===== config.mk =====
export PLATFORM = sky130hd
export DESIGN_NAME = capsense_clkgen_top
export DESIGN_NICKNAME = d
export VERILOG_FILES = /design/src/capsense_clkgen_pkg.sv /design/src/ctrl_reg_axil.sv /design/src/scan_sequencer.sv /design/src/precharge_prescaler.sv /design/src/prs_generator.sv /design/src/pulse_output_stage.sv /design/src/capsense_clkgen_top.sv
export VERILOG_INCLUDE_DIRS = /design/src
export SDC_FILE = /design/constraint.sdc
export NUM_CORES = 1
export LEC_CHECK = 0
export BUFFER_PORTS_ARGS = -buffer_cell sky130_fd_sc_hd__clkbuf_2
export CAP_MARGIN = 20
export CORE_UTILIZATION = 43
export CTS_BUF_LIST = sky130_fd_sc_hd__clkbuf_16
export DETAILED_ROUTE_END_ITERATION = 6
export PLACE_DENSITY_LB_ADDON = 0.2
export SLEW_MARGIN = 0
export SYNTH_ARGS = -nofsm -noshare
export SYNTH_HDL_FRONTEND = slang
export SYNTH_SLANG_ARGS = --single-unit

===== constraint.sdc =====
create_clock -name op_clock -period 1.48 [get_ports op_clock]
set_input_delay 0.296 -clock op_clock [delete_from_list [all_inputs] [get_ports op_clock]]
set_output_delay 0.296 -clock op_clock [all_outputs]
set_load 0.05 [all_outputs]

===== src/capsense_clkgen_params.svh =====
//**************************************************************************
// CapSense scan clock generator constants
//**************************************************************************

`ifndef CAPSENSE_CLKGEN_PARAMS_SVH
`define CAPSENSE_CLKGEN_PARAMS_SVH

// Control register location and bus address width
`define CTRL_ADDR           'h0
`define AXIL_ADDR_W         4

// Bit positions inside the control register
`define CTRL_SYNC_BIT       0
`define CTRL_MEAS_BIT       1
`define CTRL_CH0_BIT        2
`define CTRL_CH1_BIT        3
`define CTRL_PRS_BIT        4

// Precharge prescaler reload and level threshold giving 50 % duty
`define PRESCALE_PERIOD     7
`define PRESCALE_COMPARE    3

// Scan-speed counter reload, so one dpulse every 32 enabled cycles
`define SCAN_SPEED_PERIOD   31

// Galois LFSR feedback mask and start value
`define PRS_POLY            8'hB8
`define PRS_SEED            8'hFF

// Shield polarity where 0 selects source and 1 selects sink
`define IDAC_SINK           0

`endif


===== src/capsense_clkgen_pkg.sv =====
//**************************************************************************
// CapSense clock generator types
//**************************************************************************

`default_nettype none

`include "capsense_clkgen_params.svh"

package capsense_clkgen_pkg;

    // Raw contents of the single control register
    typedef logic [7:0] ctrl_word_t;

    // AXI4-Lite address and data
    typedef logic [`AXIL_ADDR_W-1:0] axil_addr_t;
    typedef logic [31:0] axil_data_t;

    // Counter and shift register widths of the datapath
    typedef logic [7:0] presc_count_t;
    typedef logic [7:0] prs_state_t;
    typedef logic [4:0] scan_count_t;

    // Scan sequencer states in the order they are visited
    typedef enum logic [1:0]
    {
        SCAN_IDLE     = 2'd0,
        SCAN_HOLD     = 2'd1,
        SCAN_MEAS_RST = 2'd2,
        SCAN_WORK     = 2'd3
    } scan_state_e;

endpackage

`default_nettype wire


===== src/ctrl_reg_axil.sv =====
//**************************************************************************
// AXI4-Lite control register
//**************************************************************************

`timescale 1ns/1ps
`default_nettype none

`include "capsense_clkgen_params.svh"

module ctrl_reg_axil
(
    input  wire                              op_clock,
    input  wire                              inter_reset,
    input  wire capsense_clkgen_pkg::axil_addr_t awaddr,
    input  wire                              awvalid,
    output logic                             awready,
    input  wire capsense_clkgen_pkg::axil_data_t wdata,
    input  wire [3:0]                        wstrb,
    input  wire                              wvalid,
    output logic                             wready,
    output logic [1:0]                       bresp,
    output logic                             bvalid,
    input  wire                              bready,
    input  wire capsense_clkgen_pkg::axil_addr_t araddr,
    input  wire                              arvalid,
    output logic                             arready,
    output capsense_clkgen_pkg::axil_data_t  rdata,
    output logic [1:0]                       rresp,
    output logic                             rvalid,
    input  wire                              rready,
    output logic                             sync_en,
    output logic                             meas_en,
    output logic                             ch0_en,
    output logic                             ch1_en,
    output logic                             prs_sel
);

    localparam logic [1:0] RESP_OKAY   = 2'b00;
    localparam logic [1:0] RESP_SLVERR = 2'b10;

    capsense_clkgen_pkg::ctrl_word_t ctrl_word;
    logic                            wr_accept;
    logic                            rd_accept;
    logic                            wr_hit;
    logic                            rd_hit;

    //**************************************************************************
    // Handshakes
    //**************************************************************************

    // Address and data are taken together and only with no response waiting
    assign wr_accept = awvalid & wvalid & ~bvalid;
    assign awready   = wr_accept;
    assign wready    = wr_accept;

    // One read in flight at a time
    assign arready   = ~rvalid;
    assign rd_accept = arvalid & arready;

    assign wr_hit = (awaddr == capsense_clkgen_pkg::axil_addr_t'(`CTRL_ADDR));
    assign rd_hit = (araddr == capsense_clkgen_pkg::axil_addr_t'(`CTRL_ADDR));

    // Valid flags and the register itself
    always_ff @(posedge op_clock or posedge inter_reset)
    begin
        if (inter_reset)
        begin
            bvalid    <= 1'b0;
            rvalid    <= 1'b0;
            ctrl_word <= '0;
        end
        else
        begin
            if (wr_accept)
                bvalid <= 1'b1;
            else if (bready)
                bvalid <= 1'b0;
            if (rd_accept)
                rvalid <= 1'b1;
            else if (rready)
                rvalid <= 1'b0;
            // Only the low byte lane carries register bits
            if (wr_accept && wr_hit && wstrb[0])
                ctrl_word <= wdata[7:0];
        end
    end

    // Response payload is captured at accept and held until taken
    always_ff @(posedge op_clock)
    begin
        if (wr_accept)
            bresp <= wr_hit ? RESP_OKAY : RESP_SLVERR;
        if (rd_accept)
        begin
            rresp <= rd_hit ? RESP_OKAY : RESP_SLVERR;
            rdata <= rd_hit ? {24'b0, ctrl_word} : '0;
        end
    end

    //**************************************************************************
    // Decoded enables
    //**************************************************************************

    assign sync_en = ctrl_word[`CTRL_SYNC_BIT];
    assign meas_en = ctrl_word[`CTRL_MEAS_BIT];
    assign ch0_en  = ctrl_word[`CTRL_CH0_BIT];
    assign ch1_en  = ctrl_word[`CTRL_CH1_BIT];
    assign prs_sel = ctrl_word[`CTRL_PRS_BIT];

endmodule

`default_nettype wire


===== src/scan_sequencer.sv =====
//**************************************************************************
// Scan sequencer FSM
//**************************************************************************

`timescale 1ns/1ps
`default_nettype none

module scan_sequencer
(
    input  wire  op_clock,
    input  wire  inter_reset,
    input  wire  sync_en,
    input  wire  meas_en,
    output logic scan_hold,
    output logic mesrst,
    output logic work_en
);

    capsense_clkgen_pkg::scan_state_e state_q;
    capsense_clkgen_pkg::scan_state_e state_d;

    // Next state from the control bits
    always_comb
    begin
        state_d = state_q;
        case (state_q)
            capsense_clkgen_pkg::SCAN_IDLE:
                if (sync_en)
                    state_d = capsense_clkgen_pkg::SCAN_HOLD;
            // Hold lasts exactly one cycle to restart the counters
            capsense_clkgen_pkg::SCAN_HOLD:
                state_d = capsense_clkgen_pkg::SCAN_MEAS_RST;
            capsense_clkgen_pkg::SCAN_MEAS_RST:
                if (meas_en)
                    state_d = capsense_clkgen_pkg::SCAN_WORK;
            capsense_clkgen_pkg::SCAN_WORK:
                if (!sync_en)
                    state_d = capsense_clkgen_pkg::SCAN_IDLE;
            default:
                state_d = capsense_clkgen_pkg::SCAN_IDLE;
        endcase
    end

    always_ff @(posedge op_clock or posedge inter_reset)
    begin
        if (inter_reset)
            state_q <= capsense_clkgen_pkg::SCAN_IDLE;
        else
            state_q <= state_d;
    end

    // Each output marks one state of the registered machine
    assign scan_hold = (state_q == capsense_clkgen_pkg::SCAN_HOLD);
    assign mesrst    = (state_q == capsense_clkgen_pkg::SCAN_MEAS_RST);
    assign work_en   = (state_q == capsense_clkgen_pkg::SCAN_WORK);

endmodule

`default_nettype wire


===== src/precharge_prescaler.sv =====
//**************************************************************************
// Precharge prescaler
//**************************************************************************

`timescale 1ns/1ps
`default_nettype none

`include "capsense_clkgen_params.svh"

module precharge_prescaler
(
    input  wire  op_clock,
    input  wire  inter_reset,
    input  wire  enable,
    input  wire  scan_hold,
    output logic prech_level,
    output logic prech_edge
);

    localparam capsense_clkgen_pkg::presc_count_t RELOAD =
        capsense_clkgen_pkg::presc_count_t'(`PRESCALE_PERIOD);
    localparam capsense_clkgen_pkg::presc_count_t THRESHOLD =
        capsense_clkgen_pkg::presc_count_t'(`PRESCALE_COMPARE);

    capsense_clkgen_pkg::presc_count_t count;
    logic                              raw_level;
    logic                              level_dly;

    // Down-counter restarts during hold and wraps back to the reload value
    always_ff @(posedge op_clock or posedge inter_reset)
    begin
        if (inter_reset)
            count <= RELOAD;
        else if (scan_hold)
            count <= RELOAD;
        else if (enable)
        begin
            if (count == '0)
                count <= RELOAD;
            else
                count <= count - 1'b1;
        end
    end

    // Lower part of the count gives the high half of the wave
    assign raw_level = (count <= THRESHOLD);

    // Registered wave plus a copy one cycle older for the edge detect
    always_ff @(posedge op_clock or posedge inter_reset)
    begin
        if (inter_reset)
        begin
            prech_level <= 1'b0;
            level_dly   <= 1'b0;
        end
        else
        begin
            prech_level <= raw_level;
            level_dly   <= prech_level;
        end
    end

    // Single-cycle strobe on each rising edge, used to pace the PRS
    assign prech_edge = prech_level & ~level_dly;

endmodule

`default_nettype wire


===== src/prs_generator.sv =====
//**************************************************************************
// 8-bit PRS generator
//**************************************************************************

`timescale 1ns/1ps
`default_nettype none

`include "capsense_clkgen_params.svh"

module prs_generator
(
    input  wire  op_clock,
    input  wire  inter_reset,
    input  wire  enable,
    input  wire  scan_hold,
    input  wire  prech_edge,
    output logic prs_bit
);

    capsense_clkgen_pkg::prs_state_t lfsr;
    capsense_clkgen_pkg::prs_state_t lfsr_next;

    // Galois step with a zero shifted in and the mask applied on a set MSB
    assign lfsr_next = {lfsr[6:0], 1'b0} ^ (lfsr[7] ? `PRS_POLY : 8'h00);

    always_ff @(posedge op_clock or posedge inter_reset)
    begin
        if (inter_reset)
            lfsr <= `PRS_SEED;
        else if (scan_hold)
            lfsr <= `PRS_SEED;
        else if (enable && prech_edge)
            lfsr <= lfsr_next;
    end

    // Output bit trails the shift by one cycle
    always_ff @(posedge op_clock or posedge inter_reset)
    begin
        if (inter_reset)
            prs_bit <= 1'b0;
        else
            prs_bit <= lfsr[7];
    end

endmodule

`default_nettype wire


===== src/pulse_output_stage.sv =====
//**************************************************************************
// Scan pulse output stage
//**************************************************************************

`timescale 1ns/1ps
`default_nettype none

`include "capsense_clkgen_params.svh"

module pulse_output_stage
(
    input  wire  op_clock,
    input  wire  inter_reset,
    input  wire  enable,
    input  wire  scan_hold,
    input  wire  work_en,
    input  wire  ch0_en,
    input  wire  ch1_en,
    input  wire  prs_sel,
    input  wire  prech_level,
    input  wire  prs_bit,
    output logic dpulse,
    output logic ppulse,
    output logic shield,
    output logic start0,
    output logic start1
);

    localparam capsense_clkgen_pkg::scan_count_t SCAN_RELOAD =
        capsense_clkgen_pkg::scan_count_t'(`SCAN_SPEED_PERIOD);

    capsense_clkgen_pkg::scan_count_t scan_count;

    //**************************************************************************
    // Scan-speed counter
    //**************************************************************************

    always_ff @(posedge op_clock or posedge inter_reset)
    begin
        if (inter_reset)
            scan_count <= SCAN_RELOAD;
        else if (scan_hold)
            scan_count <= SCAN_RELOAD;
        else if (enable)
        begin
            if (scan_count == '0)
                scan_count <= SCAN_RELOAD;
            else
                scan_count <= scan_count - 1'b1;
        end
    end

    // Terminal count is the digital scan clock
    assign dpulse = (scan_count == '0);

    //**************************************************************************
    // Precharge source and channel starts
    //**************************************************************************

    // Spread-spectrum stream or plain square wave
    assign ppulse = prs_sel ? prs_bit : prech_level;

    // Sink mode drives the shield in opposite phase
    assign shield = (`IDAC_SINK != 0) ? ~ppulse : ppulse;

    assign start0 = work_en & ch0_en;
    assign start1 = work_en & ch1_en;

endmodule

`default_nettype wire


===== src/capsense_clkgen_top.sv =====
//**************************************************************************
// CapSense scan clock generator top
//**************************************************************************

`timescale 1ns/1ps
`default_nettype none

module capsense_clkgen_top
(
    input  wire                              op_clock,
    input  wire                              inter_reset,
    input  wire                              enable,
    input  wire capsense_clkgen_pkg::axil_addr_t awaddr,
    input  wire                              awvalid,
    output logic                             awready,
    input  wire capsense_clkgen_pkg::axil_data_t wdata,
    input  wire [3:0]                        wstrb,
    input  wire                              wvalid,
    output logic                             wready,
    output logic [1:0]                       bresp,
    output logic                             bvalid,
    input  wire                              bready,
    input  wire capsense_clkgen_pkg::axil_addr_t araddr,
    input  wire                              arvalid,
    output logic                             arready,
    output capsense_clkgen_pkg::axil_data_t  rdata,
    output logic [1:0]                       rresp,
    output logic                             rvalid,
    input  wire                              rready,
    output logic                             dpulse,
    output logic                             ppulse,
    output logic                             shield,
    output logic                             start0,
    output logic                             start1,
    output logic                             mesrst
);

    // Decoded control bits
    logic sync_en;
    logic meas_en;
    logic ch0_en;
    logic ch1_en;
    logic prs_sel;

    // Sequencer phases and precharge timing
    logic scan_hold;
    logic work_en;
    logic prech_level;
    logic prech_edge;
    logic prs_bit;

    // Bus-side register
    ctrl_reg_axil u_ctrl
    (
        .op_clock    (op_clock),
        .inter_reset (inter_reset),
        .awaddr      (awaddr),
        .awvalid     (awvalid),
        .awready     (awready),
        .wdata       (wdata),
        .wstrb       (wstrb),
        .wvalid      (wvalid),
        .wready      (wready),
        .bresp       (bresp),
        .bvalid      (bvalid),
        .bready      (bready),
        .araddr      (araddr),
        .arvalid     (arvalid),
        .arready     (arready),
        .rdata       (rdata),
        .rresp       (rresp),
        .rvalid      (rvalid),
        .rready      (rready),
        .sync_en     (sync_en),
        .meas_en     (meas_en),
        .ch0_en      (ch0_en),
        .ch1_en      (ch1_en),
        .prs_sel     (prs_sel)
    );

    scan_sequencer u_seq
    (
        .op_clock    (op_clock),
        .inter_reset (inter_reset),
        .sync_en     (sync_en),
        .meas_en     (meas_en),
        .scan_hold   (scan_hold),
        .mesrst      (mesrst),
        .work_en     (work_en)
    );

    precharge_prescaler u_presc
    (
        .op_clock    (op_clock),
        .inter_reset (inter_reset),
        .enable      (enable),
        .scan_hold   (scan_hold),
        .prech_level (prech_level),
        .prech_edge  (prech_edge)
    );

    prs_generator u_prs
    (
        .op_clock    (op_clock),
        .inter_reset (inter_reset),
        .enable      (enable),
        .scan_hold   (scan_hold),
        .prech_edge  (prech_edge),
        .prs_bit     (prs_bit)
    );

    // Output pins come from the last stage
    pulse_output_stage u_out
    (
        .op_clock    (op_clock),
        .inter_reset (inter_reset),
        .enable      (enable),
        .scan_hold   (scan_hold),
        .work_en     (work_en),
        .ch0_en      (ch0_en),
        .ch1_en      (ch1_en),
        .prs_sel     (prs_sel),
        .prech_level (prech_level),
        .prs_bit     (prs_bit),
        .dpulse      (dpulse),
        .ppulse      (ppulse),
        .shield      (shield),
        .start0      (start0),
        .start1      (start1)
    );

endmodule

`default_nettype wire


==> metrics.csv <==
stage,metric,value,unit
outcome,outcome,"complete, but fails checks",
outcome,violated checks,setup timing,
critical_path,crit path DAT,1.55,ns
route,final antenna-violating net count,0,
yosys,synth top area cells,"dfrtp_1 (22%), dfstp_2 (18%), edfxtp_1 (13%)",
sta,"Slew Viols, Final",0,
place,Final GP Congestion,0.7257,
clocking,cts bufs inserted,5,
clocking,CTS Root Cell,clkbuf_16,
yosys,synthesized flop and latch total,46,
route,Initial DRT Pass Iterations,4,
cells_and_area,antenna cells,0,
sta,worst hold slack,0.03782,ns
sta,RSZ-0062 raised after global routing,true,
floorplanning,Die X,75.55,um
route,WL final,4.271,mm
sta,Final WS setup,-0.3637,ns
floorplanning,die extent in y,75.55,um
route,Vias,1617,
cells_and_area,layout cell share with drive strength beyond 1,50.00,%
place,pre-CTS setup slack,-0.2953,ns
route,residual DRC count,0,
yosys,ys async rst share,78.26,%
critical_path,WS Path Type,flop to output port,
yosys,register area share after synthesis,52.50,%
global_route,total gr overflow,0,
critical_path,critical path data required time,1.18,ns
critical_path,Crit Path Max Fanout,2,
global_route,first-pass GRT wire length,6.672,mm
cells_and_area,Post-Route Utilization,63.04,%
place,detailed placer's ending HPWL,2.860,mm
sta,final setup vio count,17,
route,WL per Instance,12.13,um
clocking,Clock transition at path regs,0.06,ns
sta,period utilization,124.6,%
floorplanning,core area,5172,sq um
floorplanning,row cnt,26,
yosys,cell count after synthesis,206,
hold_path,Hold WC Path Type,primary input to async pin,
cells_and_area,"commonest non-fill, non-tap cells in the layout","clkbuf_2 (37), conb_1 (26), buf_4 (24)",
yosys,"EDFF count, synth",10,
yosys,Mapped Area,2326,sq um
floorplanning,initial cell density of the core,44.97,%
clocking,worst skew pair latency,0.28,ns
global_route,largest net degree at the start of global routing,37,
yosys,Synth top area share,21.52,%
power_and_ir_drop,total power,0.005495,W
cells_and_area,# nets final,340,
yosys,yosys warns,0,
power_and_ir_drop,pwr/cell area,1685,nW/um^2
place,Port-buffer cells,45,
yosys,cell taking the most area after synthesis,dfrtp_1,
route,DR vias/cell,4.594,
cells_and_area,"commonest non-fill, non-tap cell in the layout",clkbuf_2,
route,1st-iter DRT viols,44,
critical_path,CP endpoint kind,output port,
clocking,Clock Sinks,46,
sta,endpoints failing hold,0,
sta,setup TNS,-1.653,ns
clocking,Hold Buf Count CTS,0,
yosys,Synth Area per Inst,11.29,sq um
global_route,initial antenna violation count,0,
sta,Worst Skew,0.006030,ns
clocking,H-Tree Depth,2,
clocking,TritonCTS clock tree,yes,
floorplanning,die footprint,5707,sq um
power_and_ir_drop,static leakage,1.537,nW
global_route,Tot GR Track Use,16.10,%
global_route,vias in the first global route,1477,
sta,Final min period,1.844,ns
power_and_ir_drop,VDD IR max,0.9152,mV
floorplanning,IO Count,99,
clocking,Max Buffers Root-to-Sink,2,
critical_path,Startpoint Class,flop,
sta,Fmax,542.4,MHz
yosys,Synth cell types,43,
yosys,"Top FF cell, synth",dfrtp_1,
cells_and_area,Area Overhead vs Synth,40.18,%
run,Max-Cap Viols,0,
-- cell usage after synthesis (2+ instances only) --
| cell | n |
|---|---|
| or4_1 | 2 |
| xnor2_1 | 5 |
| o311ai_0 | 2 |
| ha_1 | 7 |
| nor2b_1 | 2 |
| buf_4 | 28 |
| nand2_1 | 20 |
| mux2i_1 | 6 |
| clkbuf_1 | 5 |
| o31ai_1 | 2 |
| and2_1 | 11 |
| dfstp_2 | 16 |
| and3_1 | 2 |
| edfxtp_1 | 10 |
| a21oi_1 | 2 |
| o21ai_0 | 7 |
| o211ai_1 | 3 |
| mux2_2 | 10 |
| nor2_1 | 6 |
| inv_1 | 14 |
| xor2_1 | 2 |
| nor3_1 | 3 |
| dfrtp_1 | 20 |
| or2_2 | 2 |
-- cell type report --
class / instances / area, sq um
fill: 399 / 1912
sequential: 46 / 1224
multi-input combinational: 138 / 1081
timing repair buffer: 76 / 645.6
clock buffer: 5 / 125.1
tap: 70 / 87.58
inverter: 14 / 56.30
clock inverter: 3 / 41.29
-- sequential cells by signal (all words and copies together) (netlist names), 2 cells and up --
name,cells
u_presc.count,8
u_prs.lfsr,8
u_ctrl.ctrl_word,8
u_seq.state_q,2
u_out.scan_count,5
u_ctrl.rdata,8
-- per-stage QoR --
stage	cell area (sq um)	cells
3_5_place_dp	2743	332
5_1_grt	3261	352
3_3_place_gp	2743	332
2_1_floorplan	2476	231
6_report	3261	352
4_1_cts	3168	348
-- worst paths after layout --
path	start	endpoint	slack (ns)	cells after the start
max reg2reg	u_ctrl.bvalid$_DFFE_PP0P_	u_ctrl.ctrl_word[4]$_DFFE_PP0P_	-0.10	5
min	inter_reset	u_presc.count[4]$_DFFE_PP0P_	0.04	3
min in group op_clock	rready	u_ctrl.rvalid$_DFFE_PP0P_	0.20	2
min reg2reg	u_prs.lfsr[7]$_DFFE_PP1P_	u_prs.prs_bit$_DFF_PP0_	0.46	0
max	u_out.scan_count[1]$_DFFE_PP1P_	dpulse	-0.36	5
max in group asynchronous	inter_reset	u_out.scan_count[2]$_DFFE_PP1P_	1.19	3
-- cell families (layout without fill, tap and decap cells) --
logic type      after synthesis  count (layout)  share of synthesized area [%]
mux                          16              16                          7.424
fa+ha+maj                     7               7                          3.765
buf+inv                      47              98                          12.10
xor+xnor                      7               7                          2.636
other cells                   1              26                         0.1612
flops                        46              46                          52.50
compound gates               22              22                          6.455
simple gates                 60              60                          14.95
-- worst max-delay path: stages (launching register included) --
cell	delay [ns]
dfstp_2	0.37
inv_2	0.06
ha_4	0.13
or4b_4	0.47
clkinvlp_4	0.10
buf_12	0.13
-- where the power goes --
part	switching (W)	leakage [nW]	internal [W]
combinational	0.00125	0.934	0.00111
sequential	0.000212	0.522	0.00168
clock	0.000451	0.0812	0.000790
-- per-layer routing --
metal | vias up | share of wire (%) | track usage, % | wire length (um)
met5 | - | 0 | 0 | 0
met4 | 0 | 1.7 | 6.173 | 72
met3 | 6 | 3.5 | 4.101 | 151
met2 | 43 | 50 | 27.38 | 2156
met1 | 772 | 44 | 19.71 | 1891
li1 | 796 | - | - | -
-- repair_timing --
action                                  4_1_cts  5_1_grt
pin swaps                                     6        5
endpoints found under the setup margin       20       25
setup buffers                                 8        4
resized for setup                            39       20
gates cloned                                  0        0
(Power assumes the default switching activity.)
